$ cat src/design/axi_shifter_pkg.sv
package axi_shifter_pkg;

    ////////////////////////////////////////////////////////////
    // Bus widths
    ////////////////////////////////////////////////////////////

    localparam int AXI_ADDR_WIDTH    = 6;
    localparam int AXI_DATA_WIDTH    = 128;
    localparam int AXI_STRB_WIDTH    = AXI_DATA_WIDTH / 8;
    localparam int AXI_ID_WIDTH      = 16;
    localparam int AXI_RESP_WIDTH    = 2;
    // Only the low word of a beat reaches the shifter
    localparam int CMD_PAYLOAD_WIDTH = 32;

    typedef logic [AXI_ADDR_WIDTH-1:0]    axi_addr_t;
    typedef logic [AXI_DATA_WIDTH-1:0]    axi_data_t;
    typedef logic [AXI_STRB_WIDTH-1:0]    axi_strb_t;
    typedef logic [AXI_ID_WIDTH-1:0]      axi_id_t;
    typedef logic [AXI_RESP_WIDTH-1:0]    axi_resp_t;
    typedef logic [CMD_PAYLOAD_WIDTH-1:0] cmd_payload_t;

    // AXI response codes
    localparam axi_resp_t RESP_OKAY   = 2'b00;
    localparam axi_resp_t RESP_SLVERR = 2'b10;

    ////////////////////////////////////////////////////////////
    // Address map
    ////////////////////////////////////////////////////////////

    localparam axi_addr_t ADDR_DELAY    = 6'h10;
    localparam axi_addr_t ADDR_EVENT    = 6'h20;
    localparam axi_addr_t ADDR_POLARITY = 6'h30;

    // Target of one write burst
    typedef enum logic [1:0] {
        CMD_DELAY,
        CMD_EVENT,
        CMD_POLARITY
    } cmd_kind_e;

    // One accepted data beat, valid for a single cycle
    typedef struct packed {
        logic         valid;
        cmd_kind_e    kind;
        cmd_payload_t payload;
    } cmd_beat_t;

    ////////////////////////////////////////////////////////////
    // FSM states
    ////////////////////////////////////////////////////////////

    typedef enum logic [1:0] {
        WR_IDLE,
        WR_DATA,
        WR_RESPONSE,
        WR_ERROR
    } wr_state_e;

    typedef enum logic {
        RD_IDLE,
        RD_DATA
    } rd_state_e;

endpackage
$ cat src/design/axi_shifter_ctrl.sv
`timescale 1ns/1ns

module axi_shifter_ctrl #(
    // 10^9 maximum delay
    parameter int delay_width = 30,
    // At most 10 events
    parameter int event_width = 4
) (
    input  logic                       s_axi_aclk,
    input  logic                       s_axi_aresetn,
    // Write address channel
    input  axi_shifter_pkg::axi_addr_t s_axi_awaddr,
    input  axi_shifter_pkg::axi_id_t   s_axi_awid,
    input  logic                       s_axi_awvalid,
    output logic                       s_axi_awready,
    // Write data channel, strobes are ignored
    input  axi_shifter_pkg::axi_data_t s_axi_wdata,
    input  axi_shifter_pkg::axi_strb_t s_axi_wstrb,
    input  logic                       s_axi_wlast,
    input  logic                       s_axi_wvalid,
    output logic                       s_axi_wready,
    // Write response channel
    input  logic                       s_axi_bready,
    output logic                       s_axi_bvalid,
    output axi_shifter_pkg::axi_id_t   s_axi_bid,
    output axi_shifter_pkg::axi_resp_t s_axi_bresp,
    // Read address channel, address ends here
    input  axi_shifter_pkg::axi_addr_t s_axi_araddr,
    input  axi_shifter_pkg::axi_id_t   s_axi_arid,
    input  logic                       s_axi_arvalid,
    output logic                       s_axi_arready,
    // Read data channel
    input  logic                       s_axi_rready,
    output logic                       s_axi_rvalid,
    output logic                       s_axi_rlast,
    output axi_shifter_pkg::axi_data_t s_axi_rdata,
    output axi_shifter_pkg::axi_resp_t s_axi_rresp,
    output axi_shifter_pkg::axi_id_t   s_axi_rid,
    // Shifter command port
    output logic [delay_width-1:0]     delay_value,
    output logic                       delay_set,
    output logic [event_width-1:0]     event_value,
    output logic                       event_set,
    output logic                       event_polarity_set
);
    import axi_shifter_pkg::*;

    // Producer to consumer strobe
    cmd_beat_t cmd_beat;

    ////////////////////////////////////////////////////////////
    // Write path
    ////////////////////////////////////////////////////////////

    axi_write_slave axi_write_slave_inst (
        .s_axi_aclk    (s_axi_aclk),
        .s_axi_aresetn (s_axi_aresetn),
        .s_axi_awaddr  (s_axi_awaddr),
        .s_axi_awid    (s_axi_awid),
        .s_axi_awvalid (s_axi_awvalid),
        .s_axi_awready (s_axi_awready),
        .s_axi_wdata   (s_axi_wdata),
        .s_axi_wlast   (s_axi_wlast),
        .s_axi_wvalid  (s_axi_wvalid),
        .s_axi_wready  (s_axi_wready),
        .s_axi_bready  (s_axi_bready),
        .s_axi_bvalid  (s_axi_bvalid),
        .s_axi_bid     (s_axi_bid),
        .s_axi_bresp   (s_axi_bresp),
        .cmd_beat      (cmd_beat)
    );

    // Widths set here reach the shifter outputs
    shifter_command_decoder #(
        .delay_width (delay_width),
        .event_width (event_width)
    ) shifter_command_decoder_inst (
        .s_axi_aclk         (s_axi_aclk),
        .s_axi_aresetn      (s_axi_aresetn),
        .cmd_beat           (cmd_beat),
        .delay_value        (delay_value),
        .delay_set          (delay_set),
        .event_value        (event_value),
        .event_set          (event_set),
        .event_polarity_set (event_polarity_set)
    );

    ////////////////////////////////////////////////////////////
    // Read path
    ////////////////////////////////////////////////////////////

    axi_read_responder axi_read_responder_inst (
        .s_axi_aclk    (s_axi_aclk),
        .s_axi_aresetn (s_axi_aresetn),
        .s_axi_arid    (s_axi_arid),
        .s_axi_arvalid (s_axi_arvalid),
        .s_axi_arready (s_axi_arready),
        .s_axi_rready  (s_axi_rready),
        .s_axi_rvalid  (s_axi_rvalid),
        .s_axi_rlast   (s_axi_rlast),
        .s_axi_rdata   (s_axi_rdata),
        .s_axi_rresp   (s_axi_rresp),
        .s_axi_rid     (s_axi_rid)
    );

endmodule

$ cat src/design/axi_read_responder.sv
`timescale 1ns/1ns

module axi_read_responder (
    input  logic                       s_axi_aclk,
    input  logic                       s_axi_aresetn,
    // Read address channel, address itself not decoded
    input  axi_shifter_pkg::axi_id_t   s_axi_arid,
    input  logic                       s_axi_arvalid,
    output logic                       s_axi_arready,
    // Read data channel
    input  logic                       s_axi_rready,
    output logic                       s_axi_rvalid,
    output logic                       s_axi_rlast,
    output axi_shifter_pkg::axi_data_t s_axi_rdata,
    output axi_shifter_pkg::axi_resp_t s_axi_rresp,
    output axi_shifter_pkg::axi_id_t   s_axi_rid
);
    import axi_shifter_pkg::*;

    rd_state_e rd_state;
    axi_id_t   rd_id;
    logic      ar_fire;
    logic      r_fire;

    assign s_axi_arready = (rd_state == RD_IDLE);
    assign ar_fire       = s_axi_arvalid && s_axi_arready;
    // Beat goes out once the master holds rready
    assign r_fire        = (rd_state == RD_DATA) && s_axi_rready;

    // No readable registers, every beat is zero
    assign s_axi_rdata   = '0;
    assign s_axi_rresp   = RESP_OKAY;

    ////////////////////////////////////////////////////////////
    // Read FSM
    ////////////////////////////////////////////////////////////

    always_ff @(posedge s_axi_aclk) begin
        if (!s_axi_aresetn) begin
            rd_state     <= RD_IDLE;
            s_axi_rvalid <= 1'b0;
            s_axi_rlast  <= 1'b0;
        end else begin
            s_axi_rvalid <= 1'b0;
            s_axi_rlast  <= 1'b0;
            case (rd_state)
                RD_IDLE: begin
                    if (ar_fire) begin
                        rd_state <= RD_DATA;
                    end
                end
                RD_DATA: begin
                    // Single beat, so it is also the last
                    if (r_fire) begin
                        s_axi_rvalid <= 1'b1;
                        s_axi_rlast  <= 1'b1;
                        rd_state     <= RD_IDLE;
                    end
                end
                default: begin
                    rd_state <= RD_IDLE;
                end
            endcase
        end
    end

    // ID kept until its beat is delivered
    always_ff @(posedge s_axi_aclk) begin
        if (ar_fire) begin
            rd_id <= s_axi_arid;
        end
        if (r_fire) begin
            s_axi_rid <= rd_id;
        end
    end

    // Every read beat closes its burst
    rvalid_has_rlast: assert property (
        @(posedge s_axi_aclk) disable iff (!s_axi_aresetn)
        s_axi_rvalid |-> s_axi_rlast);

endmodule

$ cat src/design/shifter_command_decoder.sv
`timescale 1ns/1ns

module shifter_command_decoder #(
    parameter int delay_width = 30,
    parameter int event_width = 4
) (
    input  logic                       s_axi_aclk,
    input  logic                       s_axi_aresetn,
    // Beat from the write slave, no back-pressure
    input  axi_shifter_pkg::cmd_beat_t cmd_beat,
    // Shifter command port
    output logic [delay_width-1:0]     delay_value,
    output logic                       delay_set,
    output logic [event_width-1:0]     event_value,
    output logic                       event_set,
    output logic                       event_polarity_set
);
    import axi_shifter_pkg::*;

    ////////////////////////////////////////////////////////////
    // Command register
    ////////////////////////////////////////////////////////////

    always_ff @(posedge s_axi_aclk) begin
        if (!s_axi_aresetn) begin
            delay_value        <= '0;
            delay_set          <= 1'b0;
            event_value        <= '0;
            event_set          <= 1'b0;
            event_polarity_set <= 1'b0;
        end else begin
            // Idle unless a beat arrives this cycle
            delay_value        <= '0;
            delay_set          <= 1'b0;
            event_value        <= '0;
            event_set          <= 1'b0;
            event_polarity_set <= 1'b0;
            if (cmd_beat.valid) begin
                case (cmd_beat.kind)
                    CMD_DELAY: begin
                        // Truncated to the shifter delay range
                        delay_value <= delay_width'(cmd_beat.payload);
                        delay_set   <= 1'b1;
                    end
                    CMD_EVENT: begin
                        event_value <= event_width'(cmd_beat.payload);
                        event_set   <= 1'b1;
                    end
                    CMD_POLARITY: begin
                        // Level taken straight from bit 0
                        event_polarity_set <= cmd_beat.payload[0];
                    end
                    default: begin
                        // Unused encoding, outputs stay idle
                        event_polarity_set <= 1'b0;
                    end
                endcase
            end
        end
    end

    ////////////////////////////////////////////////////////////
    // Checks
    ////////////////////////////////////////////////////////////

    // Delay and event commands never collide
    strobes_exclusive: assert property (
        @(posedge s_axi_aclk) disable iff (!s_axi_aresetn)
        $onehot0({delay_set, event_set}));

endmodule

$ cat src/design/axi_write_slave.sv
`timescale 1ns/1ns

module axi_write_slave (
    input  logic                       s_axi_aclk,
    input  logic                       s_axi_aresetn,
    // Write address channel
    input  axi_shifter_pkg::axi_addr_t s_axi_awaddr,
    input  axi_shifter_pkg::axi_id_t   s_axi_awid,
    input  logic                       s_axi_awvalid,
    output logic                       s_axi_awready,
    // Write data channel
    input  axi_shifter_pkg::axi_data_t s_axi_wdata,
    input  logic                       s_axi_wlast,
    input  logic                       s_axi_wvalid,
    output logic                       s_axi_wready,
    // Write response channel
    input  logic                       s_axi_bready,
    output logic                       s_axi_bvalid,
    output axi_shifter_pkg::axi_id_t   s_axi_bid,
    output axi_shifter_pkg::axi_resp_t s_axi_bresp,
    // Command beat towards the decoder
    output axi_shifter_pkg::cmd_beat_t cmd_beat
);
    import axi_shifter_pkg::*;

    wr_state_e    wr_state;
    // Burst context, held from AW handshake to response
    axi_id_t      wr_id;
    cmd_kind_e    wr_kind;
    // Address decode of the incoming AW request
    cmd_kind_e    aw_kind;
    logic         aw_is_cmd;
    // Handshakes
    logic         aw_fire;
    logic         w_fire;
    logic         b_fire;
    // Registered beat
    logic         beat_valid;
    cmd_payload_t beat_payload;

    ////////////////////////////////////////////////////////////
    // Handshakes and ready signals
    ////////////////////////////////////////////////////////////

    // Address accepted only when idle
    assign s_axi_awready = (wr_state == WR_IDLE);
    // Data accepted only for a decoded command burst
    assign s_axi_wready  = (wr_state == WR_DATA);

    assign aw_fire = s_axi_awvalid && s_axi_awready;
    assign w_fire  = s_axi_wvalid && s_axi_wready;
    // Response goes out once the master holds bready
    assign b_fire  = ((wr_state == WR_RESPONSE) || (wr_state == WR_ERROR)) && s_axi_bready;

    // Command address decode
    always_comb begin
        aw_kind   = CMD_DELAY;
        aw_is_cmd = 1'b1;
        case (s_axi_awaddr)
            ADDR_DELAY:    aw_kind = CMD_DELAY;
            ADDR_EVENT:    aw_kind = CMD_EVENT;
            ADDR_POLARITY: aw_kind = CMD_POLARITY;
            // Anything else ends in SLVERR
            default:       aw_is_cmd = 1'b0;
        endcase
    end

    ////////////////////////////////////////////////////////////
    // Write FSM
    ////////////////////////////////////////////////////////////

    always_ff @(posedge s_axi_aclk) begin
        if (!s_axi_aresetn) begin
            wr_state     <= WR_IDLE;
            s_axi_bvalid <= 1'b0;
            beat_valid   <= 1'b0;
        end else begin
            // One-cycle strobes by default
            s_axi_bvalid <= 1'b0;
            beat_valid   <= w_fire;
            case (wr_state)
                WR_IDLE: begin
                    if (aw_fire) begin
                        // Rejected address skips the data phase
                        wr_state <= aw_is_cmd ? WR_DATA : WR_ERROR;
                    end
                end
                WR_DATA: begin
                    if (w_fire && s_axi_wlast) begin
                        wr_state <= WR_RESPONSE;
                    end
                end
                WR_RESPONSE, WR_ERROR: begin
                    if (b_fire) begin
                        s_axi_bvalid <= 1'b1;
                        wr_state     <= WR_IDLE;
                    end
                end
                default: begin
                    wr_state <= WR_IDLE;
                end
            endcase
        end
    end

    // Burst context and beat data
    always_ff @(posedge s_axi_aclk) begin
        if (aw_fire) begin
            wr_id   <= s_axi_awid;
            wr_kind <= aw_kind;
        end
        if (w_fire) begin
            beat_payload <= s_axi_wdata[CMD_PAYLOAD_WIDTH-1:0];
        end
        if (b_fire) begin
            s_axi_bid   <= wr_id;
            s_axi_bresp <= (wr_state == WR_ERROR) ? RESP_SLVERR : RESP_OKAY;
        end
    end

    // Kind stays stable until the next AW, long after the last beat
    assign cmd_beat = '{valid: beat_valid, kind: wr_kind, payload: beat_payload};

    ////////////////////////////////////////////////////////////
    // Checks
    ////////////////////////////////////////////////////////////

    // Response is a single pulse even with bready held high
    bvalid_single_cycle: assert property (
        @(posedge s_axi_aclk) disable iff (!s_axi_aresetn)
        s_axi_bvalid |=> !s_axi_bvalid);

    // Beats land only while a command burst is open or awaiting its response
    beat_within_burst: assert property (
        @(posedge s_axi_aclk) disable iff (!s_axi_aresetn)
        cmd_beat.valid |-> ((wr_state == WR_DATA) || (wr_state == WR_RESPONSE)));

endmodule

$ cat config.mk
export PLATFORM = sky130hd
export DESIGN_NAME = axi_shifter_ctrl
export DESIGN_NICKNAME = d
export VERILOG_FILES = /design/src/design/axi_shifter_pkg.sv /design/src/design/axi_shifter_ctrl.sv /design/src/design/axi_read_responder.sv /design/src/design/shifter_command_decoder.sv /design/src/design/axi_write_slave.sv
export SDC_FILE = /design/constraint.sdc
export NUM_CORES = 1
export LEC_CHECK = 0
export ABC_AREA = 1
export BUFFER_PORTS_ARGS = -buffer_cell sky130_fd_sc_hd__buf_2
export CAP_MARGIN = 20
export CORE_AREA = 2 2 154 156
export CTS_CLUSTER_SIZE = 8
export DETAILED_ROUTE_END_ITERATION = 6
export DIE_AREA = 0 0 156 158
export PLACE_DENSITY = 0.5
export SYNTH_ARGS = -nofsm -noshare
export SYNTH_HDL_FRONTEND = slang
export SYNTH_SLANG_ARGS = --single-unit
$ cat constraint.sdc
create_clock -name s_axi_aclk -period 2.35 [get_ports s_axi_aclk]
set_input_delay 0.235 -clock s_axi_aclk [delete_from_list [all_inputs] [get_ports s_axi_aclk]]
set_output_delay 0.235 -clock s_axi_aclk [all_outputs]
set_load 0.05 [all_outputs]
**Word level (Yosys, flattened, before mapping)**

Cells that the tools add are included.

- Bits in registers: 141
- Input port bits: 196
- Logic and storage cells: 62

- Eq/ne operators: 11
- Multiplexer cells: 15
- Bitwise operators: 1
- Reductions and logical operators: 18

Operator list:

| cell | number |
|---|---|
| equality test 6 bit (second input constant) | 2 |
| AND reduction 3 bit | 4 |
| two-way mux 2 bit | 5 |
| two-way mux 1 bit | 7 |
| equality test 2 bit (second input constant) | 3 |
| equality test 6 x 5 -> 1 bit (second input constant) | 1 |
| logical AND 1 bit | 6 |
| one-hot mux 2 bit (3 select lines) | 1 |
| AND reduction 2 bit | 3 |
| equality test 2 x 1 -> 1 bit (second input constant) | 2 |
| zero test 2 bit | 2 |
| inequality test 2 bit (second input constant) | 2 |
| one-hot mux 2 bit (2 select lines) | 1 |
| OR reduction 3 bit | 1 |
| inequality test 2 x 1 -> 1 bit (second input constant) | 1 |
| one-hot mux 1 bit (2 select lines) | 1 |
| OR reduction 2 bit | 1 |
| logical OR 1 bit | 1 |
| NOT 1 bit | 1 |

**Longest topological paths before layout**

Gate-level depths: netlist of run 1.

- Depth after elaboration: 6
- Gate-level depth with buffers: 7
- Depth with buffers taken out: 6

**Modules after synthesis**

A second synthesis of run 1 with hierarchy kept.

- Cell total of the unflattened synthesis: 400
- Area total of the unflattened synthesis: 5461.5 µm²

Modules (own cells, without submodules):

| module | instances | cells each | area each (µm²) | sequential area each (µm²) |
|---|---|---|---|---|
| axi_write_slave | 1 | 110 | 2282.2 | 2092.0 |
| axi_read_responder | 1 | 176 | 2028.2 | 1001.0 |
| shifter_command_decoder | 1 | 114 | 1151.1 | 740.7 |

**Least setup slack after synthesis of run 1**

Ideal clock, no wire load.

- Path type: reg2reg
- Start: register axi_write_slave_inst.wr_state[0]
- End: register axi_write_slave_inst.beat_payload[0], enable pin
- Setup time: 0.417 ns
- Data arrival time: 1.752 ns
- Required time: 1.933 ns
- Slack: 0.181 ns
- Stages on the path, launching flop included: 3
- Path buffers: 0
- Clock period less this slack: 2.169 ns
- Path through: dfxtp_1 > nand2_1 > nor2_1

- Word-level cells in the longest chain between the ends: 2

Ends and longest elaborated chain:

| element | RTL line | text |
|---|---|---|
| from (decl) | axi_write_slave.sv:26 | `wr_state_e wr_state;` |
| from (signal assigned) | axi_write_slave.sv:85 | `wr_state <= aw_is_cmd ? WR_DATA : WR_ERROR;` |
| equality test 2 x 1 -> 1 bit | axi_write_slave.sv:48 | `assign s_axi_wready = (wr_state == WR_DATA);` |
| logical AND 1 bit | axi_write_slave.sv:51 | `assign w_fire = s_axi_wvalid && s_axi_wready;` |
| net axi_write_slave_inst.w_fire | axi_write_slave.sv:35 | `logic w_fire;` |
| to (signal assigned) | axi_write_slave.sv:113 | `beat_payload <= s_axi_wdata[CMD_PAYLOAD_WIDTH-1:0];` |
| to (decl) | axi_write_slave.sv:39 | `cmd_payload_t beat_payload;` |

The timed path passes the listed nets, and every way through them passes these cells.
A chain may end at the register's enable or synchronous reset.

**Final worst setup path of run 1**

- Start: register axi_write_slave_inst.wr_state[1]
- End: register axi_write_slave_inst.wr_id[11], enable pin

- Word-level cells in the longest chain between the ends: 2

Ends and longest elaborated chain:

| element | RTL line | text |
|---|---|---|
| zero test 2 bit | axi_write_slave.sv:46 | `assign s_axi_awready = (wr_state == WR_IDLE);` |
| logical AND 1 bit | axi_write_slave.sv:50 | `assign aw_fire = s_axi_awvalid && s_axi_awready;` |
| net axi_write_slave_inst.aw_fire | axi_write_slave.sv:34 | `logic aw_fire;` |
| to (signal assigned) | axi_write_slave.sv:109 | `wr_id <= s_axi_awid;` |
| to (decl) | axi_write_slave.sv:28 | `axi_id_t wr_id;` |

The timed path passes the listed nets, and every way through them passes these cells.

==> flow_summary_export.csv, run 1 <==
group,metric,value,unit
route,via_per_inst,3.21,
global_routing,grt_max_degree,31,
placed_design,gp_congestion,0.671,
power,internal_power,4460,uW
power,switching_share,27.9,%
sta,slew_viol_final,0,
route,drc_errors,0,
die,rows,56,
die,die_w,156,um
global_routing,grt_pass1_wl,13700,um
global_routing,grt_usage,7.78,%
logic_synthesis,syn_avg_cell_area,14.0,um2
route,dr.pass1.iters,4,
final_layout,final_common_cell,"buf_2",
cts,clkTransAtPathRegs,0.06,ns
sta,fin_crit_sh,66.3,%
setup_path,crit_required,2.40,ns
power,switchingPower,1730,uW
power,combPwrFrac,14.0,%
route,drt-total-wl,9850,um
setup_path,crit_family,"buffers and inverters",
logic_synthesis,yosysWarnings,0,
setup_path,cp-start-kind,"flop",
setup_path,cp_slowest_cell,"inv_1",
sta,fmax,0.642,GHz
cts,cts_setup_buffers,0,
cts,cts_buffer_depth,2,
power,power_density,854,mW/mm2
route,ant_nets,0,
logic_synthesis,postSynthCellCount,392,
setup_path,cp-end-kind,"flop",
power,power,6180,uW
global_routing,busiest_layer,"met2",
power,irDropWorstVdd,0.454,mV
sta,hold_violations,0,
placed_design,hpwl,6970,um
setup_path,arrival,1.61,ns
global_routing,gr-usage-met1,8.73,%
final_layout,area_growth,32.3,%
cts,cts_buffers,17,
global_routing,antenna_found_initial,1,
die,die_area,0.0246,mm2
logic_synthesis,synth_cell_types,21,
global_routing,use_met2,12.3,%
cts,clock_sinks,140,
sta,rsz0062_at_grt,"no",
sta,fin_crit,1.56,ns
worst_hold_path,hold_path.class,"in -> reg",
sta,max_slew_margin,49.7,%
global_routing,grt_overflow_total,0,
placed_design,numPortBuffers,151,
run_status,status,"complete, no violations",
setup_path,critPathKind,"reg -> reg",
die,die_y,158,um
logic_synthesis,seq_area_frac_synth,68.9,%
power,power.share.sequential,45.0,%
die,ios,403,
route,detail_route.wl_per_cell,10.6,um
sta,clock_skew,0.00719,ns
setup_path,max_stage_delay,0.53,ns
cts,htree_levels,4,
final_layout,final_cell_mix,"buf_2 (151), conb_1 (131), edfxtp_1 (97)",
final_layout,nNetsFinal,817,
sta,finalSetupViolations,0,
flow_run,drv_cap,0,
power,p_clk_share,41.0,%
logic_synthesis,ys_ff_latch,140,
route,drt_iter0_drc,91,
final_layout,multi_input_area,975,um2
setup_path,path_cells,"nor2_2, nand2_1, inv_1",
route,route.vias.total,2967,
setup_path,crit_fanout,18,
logic_synthesis,synth_area,0.00548,mm2
final_layout,register_area,0.00377,mm2
final_layout,nFillCells,2330,
power,p_leak,0.00329,uW
die,initial_utilization,23.8,%
global_routing,grt_use_met3,3.01,%
die,core,0.0231,mm2
sta,setup_tns,0,ns
sta,worst_pin_slew,0.754,ns
cts,cts_tree,"done",
global_routing,grt_pass1_vias,2533,
final_layout,drive_gt1_share,34.2,%
cts,root_buffer,"clkbuf_16",
setup_path,worst-path-buf-inv,1,
cts,clk_latency,0.42,ns
[flip-flops by register name, summed over array words and instances, names as in the netlist, 2 cells and up]
| signal | count |
|---|---|
| axi_write_slave_inst.beat_payload | 30 |
| shifter_command_decoder_inst.delay_value | 30 |
| axi_read_responder_inst.rd_id | 16 |
| axi_read_responder_inst.s_axi_rid | 16 |
| axi_write_slave_inst.s_axi_bid | 16 |
| axi_write_slave_inst.wr_id | 16 |
| shifter_command_decoder_inst.event_value | 4 |
| axi_write_slave_inst.wr_kind | 2 |
| axi_write_slave_inst.wr_state | 2 |
[per-stage QoR]
step,std cells,hold WS (ns),utilization [%],cell area [um2],setup slack [ns]
floorplan,522,0.334,-,5970,0.181
global placement,831,0.400,26.3,6070,0.771
detailed placement,831,0.405,26.3,6070,0.766
CTS,923,0.00351,31.4,7230,0.754
global route,924,0.00618,31.4,7240,0.660
finish,925,0.0223,31.4,7250,0.793
[power groups by stage]
stage | logic (uW) | clock network, uW | registers, uW
floorplan | 728 | 0 | 2930
detailed placement | 785 | 0 | 2830
CTS | 867 | 2620 | 2780
global route | 912 | 2720 | 2790
global placement | 784 | 0 | 2830
finish | 866 | 2540 | 2780
[cells by family after synthesis]
family	Yosys count	share of synthesized area [%]
AOI/OAI and AO/OA	2	0.228
buffers and inverters	183	22.4
DFF	140	68.9
other	1	0.0685
and+or+nand+nor	66	8.45
[layout make-up]
cell class / instances / area share, %
multi-input cells: 199 / 13.5
clock inverters: 12 / 1.71
diodes: 1 / 0.0345
well taps: 290 / 5.01
inverters: 48 / 2.52
flip-flops and latches: 140 / 52.1
repair buffers: 215 / 19.2
clock buffers: 20 / 6.03
[layer usage]
layer	wire, um	part of all wire (%)
met5	0	0
met4	316	3.2
met3	886	9.0
met2	4740	48
met1	3900	40
[final timing paths]
check | from | end | slack (ns) | depth (start not counted)
setup / recovery | axi_write_slave_inst.wr_state[1]$_SDFFE_PN0P_ | axi_write_slave_inst.wr_id[11]$_DFFE_PP_ | 0.79 | 3
hold / removal | s_axi_wdata[27] | axi_write_slave_inst.beat_payload[27]$_DFFE_PP_ | 0.02 | 1
setup reg to reg | axi_write_slave_inst.wr_state[1]$_SDFFE_PN0P_ | axi_write_slave_inst.wr_id[11]$_DFFE_PP_ | 0.79 | 3
hold reg to reg | axi_write_slave_inst.wr_id[7]$_DFFE_PP_ | axi_write_slave_inst.s_axi_bid[7]$_DFFE_PP_ | 0.42 | 0
[synthesized netlist by cell type (all sizes together)]
master  number  area, um2
inv         48        183
edfxtp      97       2910
buf        135       1040
dfxtp       43        861
nor3         3       15.0
nand3        4       20.0
nor2        43        355
nand4        1       6.26
conb         1       3.75
a211oi       1       7.51
a21oi        1       5.00
nand2       14       60.1
nor4         1       6.26
[repair_timing]
| item | CTS | global route |
|---|---|---|
| endpoints found under the setup margin | 0 | 0 |
| hold endpoints to repair | 60 | 1 |
| hold buffers | 60 | 1 |
| resized for setup | 0 | 0 |
No activity file was read; power rests on OpenSTA's default activity.
==> run 2: changes to the inputs <==
- CORE_AREA: 2 2 154 156 -> 2 2 158 160
- DIE_AREA: 0 0 156 158 -> 0 0 160 162
- clock period: 2.35 -> 1.33 ns (I/O delays scaled with it)
==> run 2 against run 1 <==
  * Non-clock buffer count grew 9
  * Flip-flop and latch count is the same
  * Hold slack gained 0.0051 ns
  * Core utilization shrank 0.53 points
  * Critical path depth is the same
  * First-iteration DRC count grew 36%
  * Design area grew 2.8%
==> flow_summary_export.csv, run 2 (synthesis gave the netlist of run 1 again) <==
group,metric,value,unit
placed_design,hpwl,7180,um
sta,clock_skew,0.00848,ns
die,die_w,160,um
final_layout,drive_gt1_share,36.2,%
final_layout,stdcell_count,970,
sta,slew_viol_final,0,
final_layout,finish.utilization,30.9,%
setup_path,worst-path-buf-inv,2,
final_layout,nNetsFinal,826,
run_status,status,"complete, no violations",
final_layout,final_cell_mix,"buf_2 (149), conb_1 (131), edfxtp_1 (97)",
final_layout,area_growth,36.0,%
placed_design,dp.cells,869,
setup_path,max_stage_delay,0.36,ns
flow_run,drv_cap,0,
cts,cts_buffers,17,
cts,cts_tree,"done",
power,p_leak,0.00334,uW
sta,hold_violations,0,
route,drt_iter0_drc,124,
final_layout,nFillCells,2498,
die,initial_utilization,22.7,%
setup_path,critPathKind,"reg -> out",
global_routing,grt_max_degree,31,
die,die_area,0.0259,mm2
die,core,0.0241,mm2
setup_path,cp_slowest_cell,"dfxtp_4",
route,dr.pass1.iters,4,
power,power_density,1470,mW/mm2
setup_path,crit_fanout,5,
final_layout,top_regs,"axi_write_slave_inst.beat_payload: 30 flops, shifter_command_decoder_inst.delay_value: 30 flops",
final_layout,final_common_cell,"buf_2",
route,ant_nets,0,
cts,htree_levels,4,
global_routing,antenna_found_initial,4,
setup_path,arrival,1.15,ns
cts,clkTransAtPathRegs,0.06,ns
sta,fin_crit_sh,96.3,%
die,rows,57,
global_routing,grt_pass1_wl,14800,um
setup_path,crit_required,1.20,ns
placed_design,dpl_cell_area,0.00619,mm2
global_routing,grt_overflow_total,0,
route,via_per_inst,3.12,
setup_path,cp-end-kind,"output pin",
cts,cts_setup_buffers,0,
power,power,11000,uW
die,die_y,162,um
global_routing,grt_pass1_vias,2755,
route,drt-total-wl,10100,um
sta,fin_crit,1.28,ns
sta,fmax,0.780,GHz
final_layout,finalInstanceArea,0.00745,mm2
route,detail_route.wl_per_cell,10.4,um
sta,rsz0062_at_grt,"yes",
global_routing,grt_usage,7.64,%
cts,clk_latency,0.42,ns
sta,worst_pin_slew,0.532,ns
placed_design,gp_congestion,0.689,
placed_design,numPortBuffers,151,
cts,root_buffer,"clkbuf_16",
sta,finalSetupViolations,0,
sta,setup_tns,0,ns
cts,cts_buffer_depth,2,
worst_hold_path,hold_path.class,"in -> reg",
power,irDropWorstVdd,0.877,mV
route,route.vias.total,3029,
die,ios,403,
setup_path,crit_family,"flip-flops",
cts,clock_sinks,140,
route,drc_errors,0,
setup_path,path_cells,"nor2_4, buf_6, buf_12",
setup_path,cp-start-kind,"flop",
sta,max_slew_margin,64.5,%
## run 2: cell types whose count changed in the layout (fill, tap and decap cells not counted), moves of 3 or more
cell,delta
inv_6,+8
dlygate4sd3_1,+5
buf_12,+3
clkbuf_1,-3
clkinv_2,-3
clkinvlp_4,+3
inv_1,-3
## run 2: through the flow
step | worst slack [ns] | hold slack (ns)
after floorplan | -0.0207 | 0.232
after global placement | 0.0289 | 0.310
after detailed placement | 0.00859 | 0.311
after CTS | -0.00337 | 0.0104
after global routing | -0.0102 | 0.0189
final | 0.0486 | 0.0274
## run 2: what timing repair did
item                       CTS  global route
resized for setup            6             6
hold endpoints to repair    66             0
setup endpoints to repair    2            32
hold buffers                66             0
## run 2: worst paths after layout
| kind | startpoint | to | slack, ns | cells after the start |
|---|---|---|---|---|
| setup reg to reg | axi_write_slave_inst.wr_state[0]$_SDFFE_PN0P_ | axi_write_slave_inst.wr_id[4]$_DFFE_PP_ | 0.10 | 3 |
| setup / recovery | axi_write_slave_inst.wr_state[0]$_SDFFE_PN0P_ | s_axi_awready | 0.05 | 3 |
| hold / removal | s_axi_aresetn | shifter_command_decoder_inst.event_polarity_set$_SDFF_PN0_ | 0.03 | 3 |
| hold reg to reg | axi_write_slave_inst.wr_id[7]$_DFFE_PP_ | axi_write_slave_inst.s_axi_bid[7]$_DFFE_PP_ | 0.42 | 0 |
## run 2: report_power, final
part	switching [uW]	internal, uW
registers	51.6	4860
clock network	1980	2450
logic	1280	332
total	3310	7640
## run 2: worst min-delay path: stages
cell	delay, ns
buf_2	0.11
nand2_1	0.10
nor4_1	0.05
## run 2: metal layers
metal / up-vias / global-route usage (%) / part of all wire, %
li1: 1478 / - / -
met2: 174 / 12.2 / 48
met3: 13 / 3.55 / 10
met5: - / 0 / 0.16
met1: 1362 / 8.79 / 40
met4: 2 / 3.44 / 1.5
## run 2: area by class of cell
| class | instances | area, um2 | area share [%] |
|---|---|---|---|
| inverter | 48 | 189 | 2.54 |
| timing repair buffer | 224 | 1520 | 20.4 |
| tap | 324 | 405 | 5.44 |
| clock buffer | 17 | 425 | 5.71 |
| multi-input combinational | 199 | 987 | 13.3 |
| clock inverter | 15 | 131 | 1.76 |
| sequential | 140 | 3780 | 50.8 |
| antenna | 3 | 7.51 | 0.101 |
